### config.mk
export PLATFORM = sky130hd
export DESIGN_NAME = clockEnables
export DESIGN_NICKNAME = d
export VERILOG_FILES = /design/src/hw/clockEnables.sv
export SDC_FILE = /design/constraint.sdc
export NUM_CORES = 1
export LEC_CHECK = 0
export BUFFER_PORTS_ARGS = -buffer_cell sky130_fd_sc_hd__buf_2
export CORE_AREA = 2 2 39 41
export CTS_CLUSTER_DIAMETER = 100
export CTS_CLUSTER_SIZE = 12
export DETAILED_ROUTE_END_ITERATION = 10
export DIE_AREA = 0 0 41 43
export GPL_TIMING_DRIVEN = 0
export PLACE_DENSITY_LB_ADDON = 0.08
export SYNTH_ARGS = -nofsm -noshare
export SYNTH_HDL_FRONTEND = slang
export SYNTH_SLANG_ARGS = --single-unit
export TNS_END_PERCENT = 5
### constraint.sdc
create_clock -name CLK_48M -period 1.1 [get_ports CLK_48M]
set_input_delay 0.11 -clock CLK_48M [delete_from_list [all_inputs] [get_ports CLK_48M]]
set_output_delay 0.11 -clock CLK_48M [all_outputs]
set_load 0.05 [all_outputs]
### src/hw/clockEnables.sv
// Clock enables derived from CLK_48M.
// ce24P is the 24 MHz phase, cePixel a one-cycle pulse every pixelDivide cycles.

module clockEnables #(
	parameter int pixelDivide = 8
) (
	input  logic CLK_48M,
	input  logic nRESET,
	output logic ce24P,
	output logic cePixel
);

	localparam int countWidth = $clog2(pixelDivide);

	// Free running divider, cleared at reset
	logic [countWidth-1:0] count;
	logic                  lastCount;

	// Pulse lands on the last count of each pixel period
	assign lastCount = (count == countWidth'(pixelDivide - 1));

	always_ff @(posedge CLK_48M) begin
		if (!nRESET) begin
			count <= '0;
			ce24P <= 1'b0;
			cePixel <= 1'b0;
		end else begin
			if (lastCount) begin
				count <= '0;
			end else begin
				count <= count + 1'b1;
			end
			// LSB of the counter alternates, so the 24 MHz phase follows it
			ce24P <= ~count[0];
			// First pulse on the pixelDivide-th edge after release
			cePixel <= lastCount;
		end
	end

endmodule

**Word level (Yosys, flattened, before mapping)**

Index checks and enable logic that the tools add are counted.

- Memories kept: 0
- RAM bits: 0
- Register bits: 5
- Input bits: 2
- Bits in read-only memories: 0
- Logic and storage cells: 8
- Latch bits: 0
- Output and inout port bits: 2

- Bitwise logic cells: 2
- Add/sub/neg operators: 1
- Reductions and logical operators: 1
- Magnitude comparators: 0
- Shift operators: 0
- Mux-type cells: 0
- Eq/ne operators: 1
- Multipliers: 0
- Divide/modulo/power cells: 0

Operators by type and width:

| kind | count |
|---|---|
| $add A3 B1 Y3 const B | 1 |
| $eq A3 B3 Y1 const B | 1 |
| $not A1 Y1 | 2 |
| $reduce_or A2 Y1 | 1 |

**Longest topological paths before layout**

- Depth in word-level cells: 2
- Mapped depth: 3
- Mapped depth without buffers: 3

**Least setup slack after synthesis**

OpenSTA, ideal clock, no wires.

- Kind: reg2reg
- Start: reg count[0]
- End: reg count[2]
- Period minus slack after synthesis: 1.028 ns
- Arrival: 0.912 ns
- Stages on the path, launching flop included: 4
- Path slack: 0.072 ns
- Path through: dfxtp_1 ha_1 ha_1 and3b_1

- Longest elaborated chain between the ends: 2
- Elaborated cells on any way between the ends: 3
- Classes of those cells: add/sub: 1; eq/ne: 1; reduce/logical: 1

Ends and longest elaborated chain:

| item | line | RTL |
|---|---|---|
| from (decl) | 16 | `logic [countWidth-1:0] count;` |
| from (signal assigned) | 31 | `count <= count + 1'b1;` |
| parallel branches: the longest is 2 deep, another holds $add A3 B1 Y3 | n/a |  |

Parallel ways; which one is timed is not known.
A chain may end at the register's enable or synchronous reset.

**Final worst setup path**

Same ends and word-level chain as after synthesis.

==> metrics.md <==
| Metric | Value |
|---|---|
| # fillers | `around 150` |
| Gate power share | `about 6.8%` |
| CTS tree | `yes` |
| Post-Route WL | `between 200 and 300 um` |
| RSZ-0062 raised after global routing | `no` |
| H-tree levels | `1` |
| Top cells by count, synth | `dfxtp_1 (5), and3b_1 (2), ha_1 (2)` |
| Grt ovf | `0` |
| Final WS setup | `0.0604 ns` |
| Num rows | `14` |
| 1st-pass router iterations | `1` |
| Max-Cap Viols | `0` |
| Final period utilization | `between 90% and 100%` |
| Placed cell area | `between 200 and 250 um2` |
| CTS sink cnt | `5` |
| IO Port Bufs | `3` |
| Postcts setup bufs | `0` |
| Root buf cell | `clkbuf_4` |
| Area contributors post-synth | `dfxtp_1 (59%), ha_1 (15%), and3b_1 (10%)` |
| CP Data Required Time | `approximately 1.2 ns` |
| Sw power | `0.0989 mW` |
| Worst-skew pair later-pin latency | `~0.24 ns` |
| GPL Wtd Cong | `around 0.58` |
| Total inserted antenna cells | `0` |
| Reg area | `101 um2` |
| Layout cells sized above 1 | `between 50% and 60%` |
| Yosys top cell area share | `between 50% and 60%` |
| Crit path DAT | `between 1 and 1.5 ns` |
| Core area | `1380 um2` |
| Post-route setup TNS | `0 ns` |
| Max Root-Sink Buffers | `2` |
| Pre-CTS WS | `0.0366 ns` |
| Critical-path maximum fanout | `3` |
| Worst Setup End Kind | `flop` |
| Die H | `between 40 and 50 um` |
| Io pins | `4` |
| Min Tclk post-route | `between 1 and 1.5 ns` |
| CP startpoint kind | `flop` |
| Area Overhead vs Synth | `38.5%` |
| Die W | `41 um` |
| First-pass GRT wire length | `531 um` |
| Fmax | `~0.96 GHz` |
| Crit. Startpoint | `count[0]` |
| Post-Syn Area | `169 um2` |
| Pin count of the biggest net entering global routing | `6` |
| Fin cells | `35` |
| Hold Path Cell Cnt | `2` |
| Total power | `between 0.4 and 0.5 mW` |
| Register area share after synthesis | `59.3%` |
| Max IR drop VDD | `between 0.0003 and 0.0004 V` |
| Min-Delay Path Class | `input pin to flop` |
| Finish-stage setup viols | `0` |
| Final core utilization | `approximately 17%` |
| Nets | `24` |
| GRT Overall Usage | `under 10%` |
| Placed insts | `31` |
| Vias in the first global route | `about 120` |
| Kind of critical path | `flop to flop` |
| Initial antenna violation count | `0` |
| Die area | `between 1500 and 2000 um2` |
| Synth cell types | `6` |
| Area of the multi-input gates | `71.3 um2` |
| YS warnings | `0` |
| Mean routed wirelength per cell | `roughly 7.7 um` |
| EDFF count, synth | `0` |
| Setup Skew | `0.00140 ns` |
| Drt drc | `0` |
| Async SR Flop Fraction | `0%` |
| Initial DRC count | `0` |
| Reg-to-Reg Start | `count[0]` |
| Flops & latches, synth | `5` |
| Final Hold Fails | `0` |
| Pleak | `around 0.11 nW` |
| Hold slack | `0.140 ns` |
| Pwr per Cell Area | `around 1900 nW/um2` |
| Cell taking the most area after synthesis | `dfxtp_1` |
| Num CTS Buffers | `3` |
| Initial Util | `between 10% and 20%` |
| R2R depth | `3` |
| Vias per inst | `roughly 3.2` |
| Switching share of power | `roughly 22%` |
| Syn_nets | `16` |
| Max-slew headroom | `between 80% and 90%` |
| Clock Power Share | `roughly half` |
| Via Count | `~110` |
| Cell with the most instances after synthesis | `dfxtp_1` |
| Hold Path Origin | `nRESET` |
| Reg power frac | `between 40% and 50%` |
| Top FF cell, synth | `dfxtp_1` |
| Syn Area/Cell | `about 14 um2` |
| Worst-path clk slew | `0.04 ns` |
| Status | `completed` |
| Max-slew violation count | `0` |
| Synth Instances | `12` |
| Worst-Margin Slew | `between 0.2 and 0.3 ns` |
| P_int | `~0.34 mW` |
| Final instance area | `approximately 230 um2` |
| Antenna-violating nets left | `0` |
per-layer routing:
| layer | GRT usage, % | up-vias | wire length [um] |
|---|---|---|---|
| li1 | - | 56 | - |
| met3 | 4.71 | 2 | 16 |
| met2 | 4.69 | 2 | 130 |
| met1 | 5.50 | 53 | 112 |
| met5 | 0 | - | 0 |
| met4 | 12.0 | 0 | 11 |
worst paths after layout:
check / end / slack [ns]
max reg2reg: count[2] / 0.06
max: count[2] / 0.06
min: ce24P / 0.14
min reg2reg: count[0] / 0.42
state kept, by name, indices dropped and copies added, names as in the netlist:
name,cells
count,3
ce24P,1
cePixel,1
layout make-up:
type                       count  area share (%)
clock buffer                   4            11.2
tap                           16            8.56
sequential                     5            43.3
multi-input combinational      7            30.5
timing repair buffer           3            6.42
critical path, cell delays in order (launching register included):
cell,delay (ns)
dfxtp_2,0.32
ha_1,0.20
ha_2,0.24
and3b_1,0.17
power groups by stage:
stage          sequential, mW  combinational (mW)  clock [mW]
2_1_floorplan           0.212              0.0124           0
3_3_place_gp            0.203              0.0297           0
3_5_place_dp            0.203              0.0316           0
4_1_cts                 0.199              0.0310       0.228
5_1_grt                 0.201              0.0351       0.245
6_report                0.200              0.0304       0.214
cell usage in the layout, fill, tap and decap left out:
cell type / count
buf_2: 3
and3b_1: 2
dfxtp_2: 1
clkbuf_1: 1
nor3b_2: 1
and2_2: 1
ha_1: 1
nor2b_1: 1
clkbuf_4: 3
dfxtp_1: 4
ha_2: 1
timing repair:
item | in CTS | in global routing
hold buffers | 0 | 0
setup endpoints to repair | 0 | 3
gates resized for setup | 0 | 2
kinds of logic after synthesis:
kind of cell / share of synthesized area, %
flip-flops: 59.3
AND/OR/NAND/NOR: 25.9
adder cells (fa/ha/maj): 14.8
No activity file was read; power rests on OpenSTA's default activity.
