### src/hw/neoBusPkg.sv
// CPU-side widths and the system latch address map.
// Imported by the latch and palette blocks and used in the top-level ports.

package neoBusPkg;

	//==========================================================================
	// Palette port
	//==========================================================================

	// Colour index inside one palette bank
	typedef logic [11:0] palAddr_t;

	// One palette entry as the CPU writes it
	typedef logic [15:0] palWord_t;

	//==========================================================================
	// System latch
	//==========================================================================

	// Bits 3..1 pick the latch, bit 0 is the value written into it
	typedef logic [3:0] latchAddr_t;

	// Shadow (half brightness) latch
	localparam logic [2:0] latchShadow = 3'd0;
	// Palette bank select latch
	localparam logic [2:0] latchPalBank = 3'd7;

endpackage

### src/hw/systemLatch.sv
// System latch bits used by the colour path.
// A write strobe with a 4-bit latch address sets or clears one latch bit.

module systemLatch (
	input  logic                   CLK_48M,
	input  logic                   nRESET,
	input  logic                   latchWrite,
	input  neoBusPkg::latchAddr_t  latchAddr,
	output logic                   shadow,
	output logic                   palBank
);

	import neoBusPkg::*;

	// Latch select and the bit to store
	logic [2:0] latchSel;
	logic       latchValue;

	assign latchSel = latchAddr[3:1];
	assign latchValue = latchAddr[0];

	//==========================================================================
	// Latch update
	//==========================================================================

	always_ff @(posedge CLK_48M) begin
		if (!nRESET) begin
			shadow <= 1'b0;
			palBank <= 1'b0;
		end else if (latchWrite) begin
			case (latchSel)
				// Halves the brightness of the whole picture
				latchShadow: begin
					shadow <= latchValue;
				end
				// Switches the pixel and CPU side to the other bank
				latchPalBank: begin
					palBank <= latchValue;
				end
				// The other latches live outside this design
				default: begin
				end
			endcase
		end
	end

	// New values reach the palette and decoder from the next cycle

endmodule

### config.mk
export PLATFORM = sky130hd
export DESIGN_NAME = systemLatch
export DESIGN_NICKNAME = d
export VERILOG_FILES = /design/src/hw/neoBusPkg.sv /design/src/hw/systemLatch.sv
export SDC_FILE = /design/constraint.sdc
export NUM_CORES = 1
export LEC_CHECK = 0
export BUFFER_PORTS_ARGS = -buffer_cell sky130_fd_sc_hd__buf_2
export CAP_MARGIN = 20
export CORE_AREA = 2 2 39 41
export CTS_CLUSTER_DIAMETER = 60
export DETAILED_ROUTE_END_ITERATION = 8
export DIE_AREA = 0 0 41 43
export GPL_TIMING_DRIVEN = 0
export SETUP_SLACK_MARGIN = 0.15
export SYNTH_ARGS = -nofsm -noshare
export SYNTH_HDL_FRONTEND = slang
export SYNTH_SLANG_ARGS = --single-unit
### constraint.sdc
create_clock -name CLK_48M -period 1.3 [get_ports CLK_48M]
set_clock_uncertainty 0.15 [all_clocks]
set_input_delay 0.26 -clock CLK_48M [delete_from_list [all_inputs] [get_ports CLK_48M]]
set_output_delay 0.26 -clock CLK_48M [all_outputs]
set_load 0.02 [all_outputs]
== Word-level counts from Yosys, hierarchy flattened ==
Cells that the tools add are included.
Storage, ports and cells
  flip-flop bits (word level): 2
  input bits: 7
  output and inout bits: 2
  logic and storage cells: 6
Cells by class
  equality and inequality tests: 1
  reductions and logical operators: 3
Operator list (number)
  $reduce_and 2->1: 2
  $eq 3x3->1 const B: 1
  $logic_not 3->1: 1

== Longest topological paths before layout ==
  word-level depth: 2
  gate-level depth with buffers: 2

== Worst setup path after synthesis ==
No wires, ideal clock.
  kind: input-to-reg
  from: in latchAddr[2]
  to: reg shadow
  library setup time: 72 ps
  arrival time: 700 ps
  data required time: 1078 ps
  path slack: 378 ps
  stages: 2
  cells stage by stage: nor4b_4 mux2i_1
On the way
  longest elaborated chain between the ends: 2
Ends and longest elaborated chain
  start: declaration: line systemLatch.sv:8  | input neoBusPkg::latchAddr_t latchAddr,
  $logic_not 3->1: line systemLatch.sv:31  | case (latchSel)
  $reduce_and 2->1 (no line)
  end signal: assignment: line systemLatch.sv:34  | shadow <= latchValue;
  end: declaration: line systemLatch.sv:9  | output logic shadow,
Every way passes these cells.
A chain may end at the register's enable or synchronous reset.

== Worst setup path after layout ==
  from: reg palBank
  to: out palBank
RTL lines
  start: declaration: line systemLatch.sv:10  | output logic palBank
  start signal: assignment: line systemLatch.sv:38  | palBank <= latchValue;
No word-level cell between the ends.

==> run_results.csv <==
group,metric,value,unit
worst_setup_path,critical-path-top-delay-family,"flip-flops",
worst_setup_path,worstPathRequired,0.89,ns
synthesis,syn_area_per_cell,11.3,um^2
worst_setup_path,path_max_fanout,2,
die,die_y,43,um
finish,fillers,153,
drt,wire_per_inst,7.61,um
global_route,grt_pass1_wl,365,um
die,fp.dieArea,1760,um^2
placed_design,placed_cell_area,161,um^2
finish,final_common_cell,"buf_2",
power_and_ir_drop,p_leak,0.0881,nW
finish,final_layout_size_suffix_gt1_frac,0.600,
worst_setup_path,r2r_start,"palBank",
cts,clk_path_buf_depth,2,
power_and_ir_drop,swShare,0.204,
power_and_ir_drop,p_int,0.000177,W
timing,tightest_slew,0.214,ns
timing,clock.fmax,914,MHz
finish,final_cell_area,189,um^2
worst_setup_path,crit_slowest_cell,"dfxtp_1",
global_route,grt_overflow_total,0,
drt,remaining_drc_errors,0,
worst_setup_path,crit_cells,1,
min_path,holdPathEnd,"shadow",
timing,fin_ws,0.206,ns
synthesis,ys_seq_elements,2,
global_route,grt_max_degree,4,
worst_setup_path,rr_worst_depth,2,
power_and_ir_drop,p_switching,0.0000453,W
cts,clk_latency,0.22,ns
worst_setup_path,timing.rr.end,"palBank",
cts,root_buffer,"clkbuf_4",
timing,hold_violations,0,
drt,num_vias,113,
worst_setup_path,crit_type,"reg2out",
timing,tns,0,ns
synthesis,synth_nets,16,
synthesis,synthCells,9,
placed_design,port_buffers,8,
power_and_ir_drop,pwr-share-comb,0.107,
worst_setup_path,critPathLaunchType,"register",
worst_setup_path,max_stage_delay,0.32,ns
power_and_ir_drop,peakVddDrop,0.192,mV
cts,cts_tree,"yes",
cts,clock_sinks,2,
min_path,hold_class,"in2reg",
outcome,run_status,"complete, no violations",
die,start_util,0.0732,
synthesis,yosys_warnings,0,
power_and_ir_drop,seq_power_share,0.287,
power_and_ir_drop,clkPwrFrac,0.606,
finish,area_growth,86.4,%
synthesis,yosysUniqueCellTypes,5,
worst_setup_path,cp.arrival,0.68,ns
placed_design,gp_congestion,0.435,
finish,finalNetCount,29,
worst_setup_path,cp-end-kind,"output port",
global_route,grt_usage,0.0421,
flow_run,max_cap_viol_count,0,
die,core_area,1380,um^2
global_route,antenna_found_initial,0,
die,rows,14,
power_and_ir_drop,p_per_area,1180,nW/um^2
finish,diodes,0,
finish,mostFrequentLayoutCells,"buf_2 (6), nand2_1 (3), clkbuf_4 (3)",
die,ios,9,
drt,first_pass_iters,2,
cts,clk_pin_slew,0.03,ns
timing,min_period,1.09,ns
die,die_w,41,um
drt,drt-initial-drc-count,1,
min_path,worstHoldPathCells,3,
drt,totalWireLength,274,um
drt,viasPerCell,3.14,
synthesis,ys_seq_area_frac,0.395,
timing,fin_crit_sh,0.841,
drt,antenna_left,0,
finish,utilization,0.137,
timing,grt_setup_unrepaired,"false",
timing,relSlewSlack,0.856,
min_path,hold_start,"nRESET",
timing,slew_violations,0,
cts,htreeDepth,1,
worst_setup_path,critical_path.cell_chain,"buf_4",
global_route,grt_pass1_vias,111,
timing,setup_viol,0,
synthesis,netlist_area,101,um^2
placed_design,pre_cts_ws,0.196,ns
worst_setup_path,reg2reg_slack,0.58,ns
cts,postCtsSetupBuffers,0,
worst_setup_path,worst-path-buf-inv,1,
cts,cts_made_buffers,3,
per-stage QoR:
stage	hold WS (ns)	power, W	cells
2_1_floorplan	0.258	0.0000724	9
3_3_place_gp	0.307	0.0000876	33
3_5_place_dp	0.306	0.0000879	33
4_1_cts	0.154	0.000234	36
5_1_grt	0.176	0.000247	36
6_report	0.164	0.000223	36
per-layer routing:
layer,GRT usage,up-vias,wire (um)
met1,0.0224,47,100
met4,0.0800,0,6
met5,0,-,0
met2,0.0438,9,118
li1,-,55,-
met3,0.0471,2,47
kinds of logic (layout without fill, tap and decap cells):
| logic type | count (synthesis) | after routing | share of synthesized area |
|---|---|---|---|
| buffers and inverters | 0 | 11 | 0 |
| multiplexers | 2 | 2 | 0.198 |
| flip-flops | 2 | 2 | 0.395 |
| AND/OR/NAND/NOR | 5 | 5 | 0.407 |
timing repair:
action,4_1_cts,5_1_grt
endpoints found under the setup margin,0,2
gates resized for setup,0,2
hold buffers,0,0
power groups by stage:
| stage | Combinational, W | Sequential, W | Clock (W) |
|---|---|---|---|
| 3_5_place_dp | 0.0000233 | 0.0000647 | 0 |
| 3_3_place_gp | 0.0000230 | 0.0000646 | 0 |
| 5_1_grt | 0.0000260 | 0.0000640 | 0.000157 |
| 4_1_cts | 0.0000234 | 0.0000639 | 0.000147 |
| 2_1_floorplan | 0.00000610 | 0.0000663 | 0 |
| 6_report | 0.0000239 | 0.0000639 | 0.000135 |
cell type report:
type	instances	area, um^2	share of cell area
Sequential cell	2	40.0	0.212
Timing Repair Buffer	8	45.0	0.238
Clock buffer	3	22.5	0.119
Multi-Input combinational cell	7	61.3	0.325
Tap cell	16	20.0	0.106
cells in the mapped netlist:
cell type	count	area (um^2)
nor4b_4	1	23.8
dfxtp_1	2	40.0
nand2_1	3	11.3
nand4_1	1	6.26
mux2i_1	2	20.0
flip-flops by register name, summed over array words and instances, names as in the netlist:
name / cells
palBank: 1
shadow: 1
worst max path at each step:
stage                             from  endpoint  slack, ns
after detailed placement  latchAddr[2]    shadow       0.20
after global routing           palBank   palBank       0.16
after CTS                      palBank   palBank       0.17
final                          palBank   palBank       0.21
after global placement    latchAddr[2]    shadow       0.20
after floorplan           latchAddr[2]    shadow       0.38
worst min-delay path: stages:
cell     delay, ns
buf_2         0.11
nand2_1       0.06
mux2i_1       0.05
No activity file was read; power rests on OpenSTA's default activity.
