**src/hw/neoBusPkg.sv**
```systemverilog
// CPU-side widths and the system latch address map.
// Imported by the latch and palette blocks and used in the top-level ports.

package neoBusPkg;

	//==========================================================================
	// Palette port
	//==========================================================================

	// Colour index inside one palette bank
	typedef logic [11:0] palAddr_t;

	// One palette entry as the CPU writes it
	typedef logic [15:0] palWord_t;

	//==========================================================================
	// System latch
	//==========================================================================

	// Bits 3..1 pick the latch, bit 0 is the value written into it
	typedef logic [3:0] latchAddr_t;

	// Shadow (half brightness) latch
	localparam logic [2:0] latchShadow = 3'd0;
	// Palette bank select latch
	localparam logic [2:0] latchPalBank = 3'd7;

endpackage

```
**src/hw/neoColorPkg.sv**
```systemverilog
// Bit layout of the NeoGeo colour word and the widths of the colour path.
// Used by the colour decoder and the video output register.

package neoColorPkg;

	// Level after the dark step, before widening
	typedef logic [5:0] level6_t;

	// Final channel value sent to the display
	typedef logic [7:0] channel_t;

	//==========================================================================
	// Colour word layout
	//==========================================================================

	// Dark bit, lowers every channel by one level
	localparam int darkBit = 15;

	// Per-channel LSBs, shared in the top nibble
	localparam int redLsbBit = 14;
	localparam int greenLsbBit = 13;
	localparam int blueLsbBit = 12;

	// Low bit of each 4-bit colour field
	localparam int redField = 8;
	localparam int greenField = 4;
	localparam int blueField = 0;

endpackage

```
**src/hw/colorDecode.sv**
```systemverilog
// Turns a palette word into 8-bit red, green and blue.
// Handles the dark bit with clamping at zero and the shadow halving.

module colorDecode (
	input  neoBusPkg::palWord_t   palWord,
	input  logic                  shadow,
	output neoColorPkg::channel_t red,
	output neoColorPkg::channel_t green,
	output neoColorPkg::channel_t blue
);

	import neoBusPkg::*;
	import neoColorPkg::*;

	// Same rule for every channel, only the bit positions differ
	function automatic channel_t decodeChannel(
		input palWord_t word,
		input int       fieldLow,
		input int       lsbPos,
		input logic     halve
	);
		logic [3:0] field;
		logic [6:0] stepped;
		level6_t    level;
		channel_t   wide;

		field = word[fieldLow +: 4];
		// Field, shared LSB, then the field MSB again; extra bit catches the borrow
		stepped = {1'b0, field, word[lsbPos], field[3]} - 7'(word[darkBit]);
		level = stepped[5:0];
		// Borrow out means the dark step went below zero
		if (stepped[6]) begin
			wide = '0;
		end else begin
			wide = {level, level[4:3]};
		end
		// Shadow drops everything to half brightness
		if (halve) begin
			wide = {1'b0, wide[7:1]};
		end
		return wide;
	endfunction

	//==========================================================================
	// Channel decode
	//==========================================================================

	always_comb begin
		red = decodeChannel(palWord, redField, redLsbBit, shadow);
		green = decodeChannel(palWord, greenField, greenLsbBit, shadow);
		blue = decodeChannel(palWord, blueField, blueLsbBit, shadow);
	end

endmodule

```
**config.mk**
```make
export PLATFORM = sky130hd
export DESIGN_NAME = colorDecode
export DESIGN_NICKNAME = d
export VERILOG_FILES = /design/src/hw/neoBusPkg.sv /design/src/hw/neoColorPkg.sv /design/src/hw/colorDecode.sv
export SDC_FILE = /design/constraint.sdc
export NUM_CORES = 1
export LEC_CHECK = 0
export ABC_AREA = 0
export BUFFER_PORTS_ARGS = -buffer_cell sky130_fd_sc_hd__clkbuf_2
export CAP_MARGIN = 30
export CORE_MARGIN = 3
export CORE_UTILIZATION = 45
export DETAILED_ROUTE_END_ITERATION = 10
export PLACE_DENSITY_LB_ADDON = 0.15
export REMOVE_ABC_BUFFERS = 1
export SYNTH_ARGS = -nofsm -noshare
export SYNTH_HDL_FRONTEND = slang
export SYNTH_SLANG_ARGS = --single-unit
```
**constraint.sdc**
```tcl
create_clock -name vclk -period 2.49
set_clock_uncertainty 0.1 [all_clocks]
set_input_delay 0.249 -clock vclk [all_inputs]
set_output_delay 0.249 -clock vclk [all_outputs]
set_load 0.03 [all_outputs]
```
## Yosys cells after proc, flatten, opt, wreduce, memory -nomap -nowiden

Cells that the tools add are included.
W data, S select, Z words.

- Memories kept: 0
- Latch bits: 0
- Bits of input ports: 17
- Register bits after elaboration: 0
- Memory bits (writable): 0
- ROM bits: 0

- Magnitude comparators: 0
- Divide/modulo/power cells: 0
- Bitwise gates (word level): 0
- Reduce and logical (&&, ||, !) cells: 0
- Shift operators: 0
- Add/subtract/negate cells: 3
- $mul: 0
- Mux-type cells: 6
- Equality and inequality tests: 0

Operator list:

| operator | number |
|---|---|
| $mux W8 | 6 |
| $sub A6 B1 Y7 | 3 |

## Logic depth before layout (Yosys ltp)

Gate-level depths: netlist of the first run.

- Word-level depth: 3
- Mapped depth: 8
- Depth with buffers taken out: 7

## Worst setup path before layout of the first run

No wires, ideal clock.

- Path kind: input port to output port
- From: input port palWord[7]
- To: output port green[5]
- Path slack: -0.238 ns
- Data required time: 2.141 ns
- Stages on the path: 8
- Buffers on the path: 1
- Arrival: 2.379 ns
- Cells stage by stage: inv_1 ha_1 ha_1 nor3b_1 xor2_1 nor2_1 a211oi_1 buf_4

- Longest elaborated chain between the ends: 3

RTL lines:

| what | line | source |
|---|---|---|
| start, declared | colorDecode.sv:5 | `input neoBusPkg::palWord_t palWord,` |
| $sub A6 B1 Y7 | colorDecode.sv:29 | `stepped = {1'b0, field, word[lsbPos], field[3]} - 7'(word[darkBit]);` |
| $mux W8 | colorDecode.sv:32 | `if (stepped[6]) begin` |
| $mux W8 | colorDecode.sv:38 | `if (halve) begin` |
| end, declared | colorDecode.sv:8 | `output neoColorPkg::channel_t green,` |

Every way passes these cells.

## Worst setup path after layout of the first run

- From: input port palWord[11]
- To: output port red[5]

- Longest elaborated chain between the ends: 3

RTL lines:

| what | line | source |
|---|---|---|
| $sub A6 B1 Y7 | colorDecode.sv:29 |  |
| $mux W8 | colorDecode.sv:32 |  |
| $mux W8 | colorDecode.sv:38 |  |
| end, declared | colorDecode.sv:7 | `output neoColorPkg::channel_t red,` |

Every way passes these cells.

==> results of run 1 <==
## path summary, 6_finish.rpt
| kind | from | endpoint | slack, ns | cells past startpoint |
|---|---|---|---|---|
| worst max-delay path | palWord[11] | red[5] | 0.17 | 9 |
| worst min-delay path | palWord[10] | red[6] | 0.84 | 3 |
## area by class of cell
type,instances,area (µm²),area share
inverters,7,26.3,0.0297
multi-input cells,85,604,0.683
well taps,15,18.8,0.0212
repair buffers,45,235,0.266
## layer usage
| layer | share of wire | vias to the layer above | wire length, µm |
|---|---|---|---|
| li1 | - | 437 | - |
| met1 | 0.42 | 359 | 746 |
| met2 | 0.51 | 24 | 917 |
| met3 | 0.047 | 4 | 84 |
| met4 | 0.020 | 0 | 36 |
| met5 | 0 | - | 0 |
## critical path, cell delays in order
cell	delay, ns
clkbuf_2	0.09
inv_1	0.05
ha_1	0.21
ha_1	0.21
nor3b_4	0.19
nor3b_2	0.19
or3_1	0.37
a21oi_1	0.17
clkbuf_2	0.24
## cell families after synthesis
group                      after synthesis
adders and majority gates                6
xor gates and xnor gates                 8
AOI/OAI and AO/OA                       27
muxes                                    1
and+or+nand+nor                         43
buffers and inverters                   15
## repair_timing
item,in CTS,in global routing
setup endpoints to repair,0,7
gates resized for setup,0,3
hold buffers,0,0
## per-stage QoR
step	instances	TNS [ns]
final	152	0
after global routing	152	0
after CTS	152	0
after detailed placement	152	0
after global placement	152	0
after floorplan	92	-2.32
## report_power, final
group | leakage (nW) | total, mW | switching, mW | internal, mW
Clock | 0 | 0 | 0 | 0
Combinational | 0.435 | 0.227 | 0.153 | 0.0743
Sequential | 0 | 0 | 0 | 0
## synthesized netlist by cell type, drive strengths merged, types with 2 or more instances
| library cell | instances | share of area |
|---|---|---|
| and2 | 4 | 0.038 |
| ha | 6 | 0.11 |
| nor2b | 3 | 0.029 |
| nor3b | 10 | 0.13 |
| xor2 | 5 | 0.067 |
| nor2 | 16 | 0.091 |
| a211oi | 14 | 0.16 |
| a21oi | 6 | 0.046 |
| nand2 | 3 | 0.017 |
| inv | 6 | 0.034 |
| a31oi | 2 | 0.019 |
| o21ai | 3 | 0.023 |
| nor3 | 2 | 0.015 |
| clkbuf | 4 | 0.023 |
| buf | 4 | 0.042 |
| xnor2 | 3 | 0.040 |
==> summary.txt, run 1 <==
Worst setup path
  – CP Launch Type: primary input
  – Required @ worst endpoint: 2.14 ns
  – Crit path max fanout: 10
  – Crit path kind: primary input to output pin
  – Kind of end point of the critical path: output pin
  – CP arrival: 1.97 ns

Power and ir drop
  – Power Total: 0.227 mW
  – Leakage power: 0.435 nW
  – P per Cell Area: 257 nW/µm²
  – Maximum VDD drop: 0.132 mV

Final layout
  – Clock buf count: 0
  – Area Overhead vs Synth: 34.7%
  – Design area: 885 µm²
  – Share of layout cells above drive strength 1: 0.372
  – Most common library cell in the layout ignoring fill and taps: clkbuf_2
  – Final nets: 162
  – Fill cell count: roughly 120
  – FFs & Latches: 0
  – Antenna cells: 0
  – Most frequent cells in the layout: clkbuf_2 (41), nor2_1 (16), a211oi_1 (14)
  – Post-layout util: 0.663
  – Register Area: 0 µm²

STA
  – Fin. Hold Viols: 0
  – Fmax: 0.431 GHz
  – Setup violators final: 0
  – Worst Setup Slack, final: 0.170 ns
  – Tightest Pin Transition: 0.472 ns
  – Max Slew Vio Count: 0
  – RSZ-0062 raised after global routing: no
  – Final Hold Slack: around 0.84 ns
  – Final min period: 2.32 ns
  – Rel. slew slack: 0.685
  – Period utilization: 0.932

Global routing
  – GRT Util Overall: 0.183
  – Total grt overflow: 0
  – Global-route layer with the greatest usage: met2
  – Largest net degree at the start of global routing: 28
  – M2 GR Usage: 0.352
  – Global Route met3 Usage: 0
  – Met1 usage: 0.234
  – Vias in the first global route: 714
  – Initial antenna violation count: 0
  – First-pass GRT wire length: 2.95 mm

Routing
  – Detail Route Antenna Nets: 0
  – Vias per cell: 5.42
  – DRT iter0 DRCs: 16
  – Detailed Routing Iterations Pass 1: 4
  – DR vias: 824
  – Avg WL per Cell: 11.7 µm
  – DRC violations left: 0
  – WL final: ~1.8 mm

Synthesis
  – Yosys cell types: 28
  – YS warnings: 0
  – Post-Syn Instances: 100
  – Xor/xnor share of the synthesized area: 0.107
  – Post-synthesis compound-gate area fraction: 0.278
  – Post-Syn Area per Cell: 6.57 µm²
  – Simple-gate portion of the synthesized area: 0.381
  – Mux cell area share after synthesis: 0.0152
  – Register area share after synthesis: 0
  – Mapped Area: 657 µm²
  – Largest family of logic cells by synthesized area: simple AND/OR/NAND/NOR gates
  – Post-Synth Adder-Cell Area: 0.114

Floorplan
  – Starting Density: 0.492
  – Die W: 44.2 µm
  – Site row count: 13
  – I/O pins: a little over 40
  – Core Region: 1330 µm²
  – Die Height: 44.2 µm
  – Die Footprint: between 1500 and 2000 µm²

Hold path
  – Hold/Removal Path Class: primary input to output pin

Place
  – GP Congestion: 0.787
  – Pre-CTS WS: 0.0901 ns
  – PortBufs: 41
  – Cell Area, Placed: 868 µm²
  – Dpl hpwl: ~1.5 mm

Run
  – Maximum capacitance violations: 0

CTS
  – Post-CTS Setup Inserts: 0

Run status
  – Status: completed
Note: power is estimated with default switching activity, not from simulation.
==> inputs of run 2 (changes only) <==
CELL_PAD_IN_SITES_DETAIL_PLACEMENT = 0   (was default)
CELL_PAD_IN_SITES_GLOBAL_PLACEMENT = 1   (was default)
CORE_UTILIZATION = 30   (was 45)
==> summary.txt, run 2 (synthesis results as in run 1) <==
Routing
  – WL final: 1.72 mm
  – Vias per cell: 5.02
  – DR vias: slightly above 800
  – DRC violations left: 0
  – Detail Route Antenna Nets: 0
  – Avg WL per Cell: between 10 and 15 µm
  – DRT iter0 DRCs: 10
  – Detailed Routing Iterations Pass 1: 4

Place
  – PortBufs: 41
  – Pre-CTS WS: 0.130 ns
  – Cells after DPL: 164
  – GP Congestion: a little over 0.7
  – Dpl hpwl: roughly 1.4 mm

STA
  – Max Slew Vio Count: 0
  – Period utilization: 0.924
  – Rel. slew slack: 0.695
  – Fin. Hold Viols: 0
  – Final min period: 2.30 ns
  – Worst Setup Slack, final: 0.189 ns
  – RSZ-0062 raised after global routing: no
  – Final Hold Slack: 0.829 ns
  – Fmax: roughly 0.43 GHz
  – Tightest Pin Transition: 0.455 ns
  – Setup violators final: 0

CTS
  – Post-CTS Setup Inserts: 0
  – Number of gates resized after cts: 0
  – # hold bufs at CTS: 0

Global routing
  – Initial antenna violation count: 0
  – Total grt overflow: 0
  – First-pass GRT wire length: approximately 3 mm
  – GRT Util Overall: 0.130
  – Vias in the first global route: 720
  – Largest net degree at the start of global routing: 28

Final layout
  – Most frequent cells in the layout: clkbuf_2 (40), nor2_1 (16), a211oi_1 (13)
  – Antenna cells: 0
  – Area Overhead vs Synth: 37.0%
  – Register Area: 0 µm²
  – FFs & Latches: 0
  – Post-route insts no fill: 164
  – Fill cell count: 227
  – Final nets: 162
  – Clock buf count: 0
  – Area of the multi-input gates: 604 µm²
  – Share of layout cells above drive strength 1: 0.372
  – Most common library cell in the layout ignoring fill and taps: clkbuf_2

Hold path
  – Hold/Removal Path Class: primary input to output pin

Worst setup path
  – CP Launch Type: primary input
  – Kind of end point of the critical path: output pin
  – Crit path max fanout: 10
  – Required @ worst endpoint: 2.14 ns
  – Crit path kind: primary input to output pin
  – CP arrival: 1.95 ns

Floorplan
  – Starting Density: 0.325
  – I/O pins: 41
  – Die Footprint: 2790 µm²
  – Die W: 52.8 µm
  – Site row count: 16
  – Core Region: 2020 µm²
  – Die Height: 52.8 µm

Run
  – Maximum capacitance violations: 0

Power and ir drop
  – P per Cell Area: 253 nW/µm²
  – Maximum VDD drop: 0.126 mV
  – Leakage power: 0.435 nW

Run status
  – Status: completed
[run 2: cell types whose count changed in the layout (fill, tap and decap cells not counted), sizes merged]
cell    previous run  this run
clkbuf            41        40
buf                4         5
[run 2: power breakdown]
| part | switching, mW | internal (mW) |
|---|---|---|
| Clock | 0 | 0 |
| Sequential | 0 | 0 |
| Combinational | 0.153 | 0.0750 |
[run 2: area by class of cell]
type / instances / share of cell area
multi-input cells: 85 / 0.672
inverters: 7 / 0.0292
repair buffers: 45 / 0.261
well taps: 27 / 0.0376
[run 2: per-stage QoR]
step / total power, mW / util / TNS [ns] / cell area (µm²)
final: 0.228 / 0.445 / 0 / 900
after global placement: 0.227 / 0.437 / 0 / 883
after floorplan: 0.149 / - / -2.32 / 614
after detailed placement: 0.227 / 0.437 / 0 / 883
after CTS: 0.228 / 0.437 / 0 / 883
after global routing: 0.251 / 0.445 / 0 / 900
[run 2: worst max-delay path, stage by stage]
cell	delay, ns
clkbuf_2	0.09
inv_1	0.05
ha_1	0.21
ha_1	0.21
nor3b_4	0.19
nor3b_2	0.18
or3_1	0.37
a21oi_1	0.16
clkbuf_2	0.24
[run 2: metal layers]
metal / up-vias / share of wire / track usage
li1: 435 / - / -
met1: 372 / 0.45 / 0.172
met2: 17 / 0.51 / 0.248
met3: 0 / 0.034 / 0
met4: 0 / 0 / 0
met5: - / 0 / 0
[run 2: path summary, 6_finish.rpt]
check                        from  depth (start not counted)  slack [ns]      to
worst min-delay path  palWord[10]                          3        0.83  red[6]
worst max-delay path  palWord[11]                          9        0.19  red[0]
