`config.mk`:
```
export PLATFORM = sky130hd
export DESIGN_NAME = videoOut
export DESIGN_NICKNAME = d
export VERILOG_FILES = /design/src/hw/neoColorPkg.sv /design/src/hw/videoOut.sv
export SDC_FILE = /design/constraint.sdc
export NUM_CORES = 1
export LEC_CHECK = 0
export ABC_AREA = 1
export BUFFER_PORTS_ARGS = -buffer_cell sky130_fd_sc_hd__buf_2
export CORE_MARGIN = 4
export CORE_UTILIZATION = 48
export DETAILED_ROUTE_END_ITERATION = 8
export PLACE_DENSITY = 0.84
export SLEW_MARGIN = 20
export SYNTH_ARGS = -nofsm -noshare
export SYNTH_HDL_FRONTEND = slang
export SYNTH_SLANG_ARGS = --single-unit
export TNS_END_PERCENT = 30
```
`constraint.sdc`:
```
create_clock -name CLK_48M -period 2.2 [get_ports CLK_48M]
set_clock_uncertainty 0.1 [all_clocks]
set_input_delay 0.44 -clock CLK_48M [delete_from_list [all_inputs] [get_ports CLK_48M]]
set_output_delay 0.44 -clock CLK_48M [all_outputs]
set_load 0.1 [all_outputs]
```
`src/hw/neoColorPkg.sv`:
```
// Bit layout of the NeoGeo colour word and the widths of the colour path.
// Used by the colour decoder and the video output register.

package neoColorPkg;

	// Level after the dark step, before widening
	typedef logic [5:0] level6_t;

	// Final channel value sent to the display
	typedef logic [7:0] channel_t;

	//==========================================================================
	// Colour word layout
	//==========================================================================

	// Dark bit, lowers every channel by one level
	localparam int darkBit = 15;

	// Per-channel LSBs, shared in the top nibble
	localparam int redLsbBit = 14;
	localparam int greenLsbBit = 13;
	localparam int blueLsbBit = 12;

	// Low bit of each 4-bit colour field
	localparam int redField = 8;
	localparam int greenField = 4;
	localparam int blueField = 0;

endpackage

```
`src/hw/videoOut.sv`:
```
// Pixel output register, loaded once per pixel enable.
// Also lines up horizontal and vertical blank with the colour.

module videoOut (
	input  logic                  CLK_48M,
	input  logic                  nRESET,
	input  logic                  cePixel,
	input  neoColorPkg::channel_t redIn,
	input  neoColorPkg::channel_t greenIn,
	input  neoColorPkg::channel_t blueIn,
	input  logic                  chbl,
	input  logic                  nBnkb,
	output neoColorPkg::channel_t red,
	output neoColorPkg::channel_t green,
	output neoColorPkg::channel_t blue,
	output logic                  hBlank,
	output logic                  vBlank
);

	// First stage of the horizontal blank delay
	logic chblDelay;

	//==========================================================================
	// Output register
	//==========================================================================

	always_ff @(posedge CLK_48M) begin
		if (!nRESET) begin
			red <= '0;
			green <= '0;
			blue <= '0;
			chblDelay <= 1'b0;
			hBlank <= 1'b0;
			vBlank <= 1'b0;
		end else if (cePixel) begin
			// Colour as decoded on this pixel
			red <= redIn;
			green <= greenIn;
			blue <= blueIn;
			// Horizontal blank runs two pixel enables behind
			chblDelay <= chbl;
			hBlank <= chblDelay;
			// Vertical blank comes in active low
			vBlank <= ~nBnkb;
		end
	end

endmodule

```
# Word-level counts from Yosys, hierarchy flattened
# Index checks and enable logic that the tools add are counted.
[classes] bitwise_logic=1
[ops] operator="$not 1->1" n=1
[totals] reg_bits=27 out_inout_bits=26 word_cells=7

# Logic depth before layout (Yosys ltp)
# Gate-level depths: netlist of run 1.
[logic_depth] word_depth=1 ltp_mapped=5 ltp_nobuf=4

# Least setup slack after synthesis of run 1
# No wires, ideal clock.
[synth_path] kind="flip-flop to output port" startpoint="register red[3]" endpoint="output port red[3]" slack_ns=0.720 t_arrival_ns=0.940 path_stages_with_launch=1 path_buffers=0 required_time_ns=1.660 path_cell_list="dfxtp_1"
[synth_rtl] element="start: declaration" line_no="videoOut.sv:13" text="output neoColorPkg::channel_t red,"
[synth_rtl] element="start signal: assignment" line_no="videoOut.sv:37" text="red <= redIn;"
# No word-level cell between the ends.

# Worst setup path in the final report of run 1
[layout_path] startpoint="register blue[6]" endpoint="output port blue[6]"
[layout_rtl] element="start: declaration" line_no="videoOut.sv:15" text="output neoColorPkg::channel_t blue,"
[layout_rtl] element="start signal: assignment" line_no="videoOut.sv:39" text="blue <= blueIn;"
# No word-level cell between the ends.

==> out/metrics.csv, run 1 <==
metric;value;unit
largest net degree at the start of global routing;30;
clk buf depth;2;
WHS Path Cells;4;
Mapped Nets;199;
RR Startpoint;chblDelay;
endpoints failing setup;0;
Detailed Routing Iterations Pass 1;4;
CTS root buf;clkbuf_4;
RR Endpoint;hBlank;
RSZ-0062 raised after global routing;no;
PostCTS Resize Cnt;0;
initial DRC count;14;
via count;1025;
setup TNS;0;ns
Static Leak;0.872;nW
CTS tree;yes;
area delta synth->final;20.0;%
FF+latch count, synth;27;
fillcell total;246;
initial antenna violation count;0;
IO Pins;55;
Max-Cap Viols;0;
Gate power share;33.9;%
Critical Path Source Type;register;
part of the power in registers;48.2;%
crit-path max FO;2;
DR DRC count;0;
CP top delay family;buffers and inverters;
worst hold path type;in2reg;
Register-to-Register Path Depth;4;
slowest cell delay on critical path;0.43;ns
Tot GR Track Use;13.2;%
CP Capture Type;output pin;
sequential fraction of the synthesis area;46.4;%
H-tree levels;1;
nets;250;
initial core utilization;51.7;%
crit path buf inv count;1;
total power;0.00112;W
total grt overflow;0;
full die area;0.00328;mm2
fraction of layout cells with a size suffix above 1;26.8;%
first-pass GRT wire length;3450;um
Max-slew headroom;67.4;%
antenna fix cells;0;
footprint of the multi-input gates;408;um2
Clock Latency Late Sink;0.31;ns
Setup Fix Bufs, Post-CTS;0;
status;complete, no violations;
Crit Path Category;reg2out;
max-slew violations;0;
Via density;4.13;
critical path's slowest cell;buf_2;
Cell Area, Synth;0.00116;mm2
Hold EP;vBlank;
vias in the first global route;866;
FF-to-FF setup slack;1.49;ns
total number of yosys warnings;0;
core area;0.00225;mm2
clk sinks;27;
routability congestion estimate from global placement;0.741;
Critical Path AT;1.10;ns
die height;57.3;um
final period utilization;74.7;%
register area;541;um2
Sw Pwr;0.000452;W
Mapped Cells;170;
Yosys cell types;8;
ANT nets after route;0;
clock share of power;17.9;%
TritonCTS buffer count;3;
post-layout min period;1.64;ns
CTS hold repair buffers;0;
Rows;17;
Hold Vio Cnt, Final;0;
PortBufs;54;
final wirelength;2090;um
hold_sp;nBnkb;
Avg Cell Area, Syn;6.85;um2
f_max;609;MHz
Max VDD drop;570;uV
routed len/inst;8.43;um
clk slew on worst S/H paths;0.13;ns
Int Pwr;0.000665;W
power per cell area;799;mW/mm2
HPWL Detailed;1580;um
Final Util;62.0;%
sw frac;40.5;%
crit path cell chain;buf_2;
Die Wd;57.3;um
CP required;1.66;ns
slew at the pin closest to its max-slew limit;0.493;ns
per-stage QoR:
step                      hold WS [ns]  area (um2)  setup WS (ns)  std cells
after floorplan                  0.349        1160          0.720        170
after global placement           0.351        1370          0.783        244
after detailed placement         0.356        1370          0.769        244
after CTS                        0.240        1400          0.536        248
after global routing             0.258        1400          0.481        248
final                            0.254        1400          0.557        248
cells in the mapped netlist:
library cell / instances / area (um2)
nand2_1: 54 / 203
nor2_1: 53 / 199
buf_6: 4 / 45.0
nor2_2: 1 / 6.26
dfxtp_1: 27 / 541
clkbuf_8: 1 / 13.8
inv_1: 26 / 97.6
buf_8: 4 / 60.1
layout make-up:
| type | count | share of cell area, % |
|---|---|---|
| Inverter | 26 | 6.98 |
| Timing Repair Buffer | 55 | 20.8 |
| Tap cell | 28 | 2.51 |
| Clock buffer | 4 | 1.88 |
| Multi-Input combinational cell | 108 | 29.2 |
| Sequential cell | 27 | 38.7 |
metal layers:
| layer | share of wire (%) | GRT usage, % |
|---|---|---|
| met1 | 43 | 15.7 |
| met2 | 47 | 22.8 |
| met3 | 9.7 | 4.75 |
| met4 | 0 | 2.98 |
| met5 | 0 | 0 |
cell families (layout without fill, tap and decap cells):
group | count (synthesis) | count (layout) | share of synthesized area, %
AND/OR/NAND/NOR | 108 | 108 | 35.0
flip-flops | 27 | 27 | 46.4
buffers and inverters | 35 | 85 | 18.6
power groups by stage:
| stage | registers (W) | logic [W] | clock network [W] |
|---|---|---|---|
| 2_1_floorplan | 0.000786 | 0.0000946 | 0 |
| 3_3_place_gp | 0.000549 | 0.000379 | 0 |
| 3_5_place_dp | 0.000549 | 0.000382 | 0 |
| 4_1_cts | 0.000539 | 0.000383 | 0.000215 |
| 5_1_grt | 0.000544 | 0.000403 | 0.000240 |
| 6_report | 0.000538 | 0.000379 | 0.000200 |
flip-flops by register name, indices dropped and copies added, names as in the netlist:
signal,flops
hBlank,1
vBlank,1
green,8
red,8
chblDelay,1
blue,8
cell usage in the layout, fill, tap and decap left out:
cell type,instances
clkbuf_1,1
inv_1,26
dfxtp_1,27
buf_12,1
clkbuf_4,3
nand2_1,54
buf_2,54
nor2_1,53
nor2_2,1
how the worst max path moves through the flow:
stage          endpoint  depth (start not counted)  startpoint  slack [ns]
2_1_floorplan    red[3]                          0      red[3]        0.72
3_3_place_gp    blue[4]                          5     cePixel        0.78
3_5_place_dp    blue[0]                          5     cePixel        0.77
4_1_cts         blue[6]                          1     blue[6]        0.54
5_1_grt        green[1]                          1    green[1]        0.48
6_report        blue[6]                          1     blue[6]        0.56
Note: power is estimated with default switching activity, not from simulation.
==> run 2, diff against run 1 <==
- CORE_UTILIZATION: 48 -> 41
- PLACE_DENSITY: 0.84 -> 0.77
- clock period: 2.2 -> 1.5 ns (I/O delays scaled with it)
==> out/metrics.csv, run 2 (synthesis gave the netlist of run 1 again) <==
metric;value;unit;change
clk slew on worst S/H paths;0.14;ns;about the same
initial antenna violation count;0;;unchanged
routability congestion estimate from global placement;0.662;;-11%
full die area;0.00376;mm2;+15%
ANT nets after route;0;;unchanged
Max-Cap Viols;0;;unchanged
Setup Fix Bufs, Post-CTS;0;;unchanged
CP top delay family;flip-flops;;
die height;61.3;um;+7.1%
most frequent cells in the layout;nand2_1 (54), nor2_1 (53), buf_2 (28);;
grt peak-use layer;met2;;
clk sinks;27;;unchanged
fraction of layout cells with a size suffix above 1;27.6;%;+0.78 points
crit path cell chain;buf_4;;
area delta synth->final;27.7;%;
endpoints failing setup;0;;unchanged
setup TNS;0;ns;unchanged
total power;0.00169;W;+52%
slew at the pin closest to its max-slew limit;0.479;ns;-0.0137 ns
biggest regs;blue x8, green x8, red x8;;
post-layout min period;1.39;ns;
worst hold path type;in2reg;;
total grt overflow;0;;unchanged
final wirelength;2290;um;+9.7%
max-slew violations;0;;unchanged
Critical Path Source Type;register;;
crit path buf inv count;1;;unchanged
Rows;19;;+2
Crit Path Category;reg2out;;
critical path's slowest cell;dfxtp_1;;
clk buf depth;2;;unchanged
Max-slew headroom;68.1;%;+0.69 points
Hold Vio Cnt, Final;0;;unchanged
routed len/inst;9.10;um;+7.9%
CTS tree;yes;;
IO Pins;55;;unchanged
commonest non-fill, non-tap cell in the layout;nand2_1;;
Via density;4.20;;+1.6%
DR DRC count;0;;unchanged
PortBufs;54;;unchanged
CP Capture Type;output pin;;
Max VDD drop;808;uV;+42%
Tot GR Track Use;12.8;%;-0.39 points
first-pass GRT wire length;3640;um;+5.4%
M1 GR Usage;13.9;%;-1.7 points
Detailed Routing Iterations Pass 1;3;;-1
Die Wd;61.3;um;+7.1%
TritonCTS buffer count;3;;unchanged
nets;251;;+0.40%
Critical Path AT;0.99;ns;-0.11 ns
power per cell area;1140;mW/mm2;+42%
Clock Latency Late Sink;0.32;ns;about the same
final period utilization;92.9;%;
slowest cell delay on critical path;0.37;ns;-0.06 ns
antenna fix cells;0;;unchanged
crit-path max FO;2;;unchanged
status;complete, no violations;;
largest net degree at the start of global routing;28;;-6.7%
initial core utilization;42.6;%;-9.1 points
Static Leak;0.892;nW;+2.3%
H-tree levels;1;;unchanged
initial DRC count;28;;+14
vias in the first global route;912;;+5.3%
core area;0.00273;mm2;+21%
RSZ-0062 raised after global routing;no;;
CTS root buf;clkbuf_4;;
M2 GR Usage;23.0;%;+0.12 points
f_max;717;MHz;
HPWL Detailed;1620;um;+3.0%
via count;1058;;+3.2%
GRT met3 Usage;5.03;%;+0.28 points
CP required;1.10;ns;-0.56 ns
==> run 2: changes by cell type in the layout (fill, tap and decap cells not counted), sizes merged <==
cell | previous run | this run
clkinv | 0 | 1
buf | 55 | 56
clkbuf | 4 | 3
==> run 2: final timing paths <==
check	from	end	slack (ns)	depth (start not counted)
setup / recovery	red[3]	red[3]	0.11	1
hold / removal	nBnkb	vBlank	0.09	4
setup reg to reg	chblDelay	hBlank	0.79	4
hold reg to reg	red[0]	red[0]	0.38	2
==> run 2: cell type report <==
| cell class | instances | area [um2] |
|---|---|---|
| clock inverter | 1 | 5.00 |
| fill | 280 | 1250 |
| timing repair buffer | 56 | 375 |
| clock buffer | 3 | 22.5 |
| multi-input combinational | 108 | 408 |
| tap | 31 | 38.8 |
| inverter | 26 | 97.6 |
| sequential | 27 | 541 |
==> run 2: per-layer routing <==
metal  wire length [um]  up-vias
met5                  0        -
met4                 22        0
met3                239        4
met2               1070       34
met1                956      441
li1                   -      579
==> run 2: repair_timing <==
action,CTS,global route
setup endpoints to repair,26,0
hold buffers,0,0
gates resized for setup,26,0
==> run 2: report_power, final <==
group	switching [W]	internal (W)
Combinational	0.000456	0.000137
Clock	0.000208	0.0000999
Sequential	0.0000252	0.000767
==> run 2: worst min-delay path, cell delays in order <==
cell and delay (ns):
buf_2 0.07, nand2_1 0.04, nand2_1 0.05, nor2_1 0.03
==> run 2: stage by stage <==
stage / instances / hold slack, ns / instance area, um2 / utilization, % / setup slack, ns
finish: 252 / 0.0948 / 1490 / 54.4 / 0.106
global route: 252 / 0.0764 / 1490 / 54.4 / 0.0344
floorplan: 170 / 0.349 / 1160 / - / 0.160
CTS: 252 / 0.0759 / 1490 / 54.4 / 0.0908
detailed placement: 248 / 0.359 / 1400 / 51.0 / 0.348
global placement: 248 / 0.353 / 1400 / 51.0 / 0.353
==> run 3, diff against run 2 <==
- PLACE_DENSITY: 0.77 -> default
- PLACE_DENSITY_LB_ADDON: default -> 0.2
==> out/metrics.csv, run 3 (synthesis gave the netlist of run 1 again) <==
metric;value;unit;change
status;complete, no violations;;
setup TNS;0;ns;unchanged
crit-path max FO;2;;unchanged
clk slew on worst S/H paths;0.13;ns;about the same
final wirelength;2170;um;-5.3%
Max-slew headroom;69.4;%;+1.4 points
max-slew violations;0;;unchanged
ANT nets after route;0;;unchanged
crit path buf inv count;1;;unchanged
total grt overflow;0;;unchanged
CTS root buf;clkbuf_4;;
biggest regs;blue x8, green x8, red x8;;
initial core utilization;42.6;%;unchanged
power per cell area;1140;mW/mm2;+0.46%
crit path cell chain;buf_4;;
Max VDD drop;776;uV;-4.0%
TritonCTS buffer count;3;;unchanged
commonest non-fill, non-tap cell in the layout;nand2_1;;
clk buf depth;2;;unchanged
core area;0.00273;mm2;unchanged
final period utilization;91.9;%;-1.0 points
worst hold path type;in2reg;;
placed cell area;0.00138;mm2;-1.4%
full die area;0.00376;mm2;unchanged
Setup Fix Bufs, Post-CTS;0;;unchanged
f_max;726;MHz;+1.1%
fraction of layout cells with a size suffix above 1;26.8;%;-0.78 points
nets;250;;-0.40%
final instance area;0.00147;mm2;-1.4%
CTS tree;yes;;
IO Pins;55;;unchanged
area delta synth->final;25.9;%;
most frequent cells in the layout;nand2_1 (54), nor2_1 (53), buf_2 (28);;
CP Capture Type;output pin;;
first-pass GRT wire length;3590;um;-1.2%
Detailed Routing Iterations Pass 1;4;;+1
critical path's slowest cell;dfxtp_1;;
die height;61.3;um;unchanged
via count;1037;;-2.0%
routed len/inst;8.65;um;-4.9%
Rows;19;;unchanged
Via density;4.13;;-1.6%
slowest cell delay on critical path;0.37;ns;about the same
HPWL Detailed;1550;um;-4.6%
largest net degree at the start of global routing;55;;+96%
Critical Path Source Type;register;;
Crit Path Category;reg2out;;
Clock Latency Late Sink;0.31;ns;about the same
clk sinks;27;;unchanged
placed insts;247;;-0.40%
slew at the pin closest to its max-slew limit;0.459;ns;-0.0205 ns
Max-Cap Viols;0;;unchanged
H-tree levels;1;;unchanged
CP required;1.10;ns;about the same
vias in the first global route;880;;-3.5%
routability congestion estimate from global placement;0.675;;+1.9%
CP top delay family;flip-flops;;
Critical Path AT;0.98;ns;about the same
initial DRC count;36;;+29%
Static Leak;0.880;nW;-1.4%
DR DRC count;0;;unchanged
post-layout min period;1.38;ns;-0.0155 ns
initial antenna violation count;0;;unchanged
Die Wd;61.3;um;unchanged
antenna fix cells;0;;unchanged
PortBufs;54;;unchanged
final worst slack;0.122;ns;+0.0155 ns
Setup WS pre-CTS;0.353;ns;+0.00502 ns
Final Util;53.6;%;-0.78 points
RSZ-0062 raised after global routing;no;;
endpoints failing setup;0;;unchanged
Tot GR Track Use;12.8;%;about the same
CTS hold repair buffers;0;;unchanged
non-filler cells, final;251;;-0.40%
Hold Vio Cnt, Final;0;;unchanged
run 3: stage by stage:
stage	power (W)	hold WS, ns
2_1_floorplan	0.00129	0.349
3_3_place_gp	0.00136	0.354
3_5_place_dp	0.00137	0.360
4_1_cts	0.00171	0.0827
5_1_grt	0.00177	0.0997
6_report	0.00168	0.104
run 3: routing by layer:
metal | wire (um) | GRT usage, % | up-vias
met2 | 964 | 21.6 | 34
met4 | 16 | 3.72 | 0
met5 | 0 | 0 | -
met3 | 209 | 5.66 | 2
li1 | - | - | 582
met1 | 980 | 14.7 | 419
run 3: timing repair:
action,in CTS,in global routing
endpoints found under the hold margin,0,0
resized for setup,26,0
endpoints found under the setup margin,26,0
run 3: report_power, final:
group / internal [W] / switching, W / leakage (nW)
clock: 0.000104 / 0.000196 / 0.0150
combinational: 0.000132 / 0.000452 / 0.640
sequential: 0.000767 / 0.0000249 / 0.225
run 3: cell type report:
type	instances	area [um2]
Fill cell	292	1270
Sequential cell	27	541
Multi-Input combinational cell	108	408
Timing Repair Buffer	55	355
Inverter	26	97.6
Tap cell	31	38.8
Clock buffer	4	26.3
run 3: final timing paths:
path,from,end,slack (ns),cells after the start
max,red[3],red[3],0.12,1
min,nBnkb,vBlank,0.10,4
max reg2reg,chblDelay,hBlank,0.79,4
min reg2reg,red[3],red[3],0.38,2
run 3: tightest hold or removal path: cells and delay by family:
| kind | cells | cell delay, ns |
|---|---|---|
| AND/OR/NAND/NOR | 3 | 0.12 |
| buffers and inverters | 1 | 0.08 |
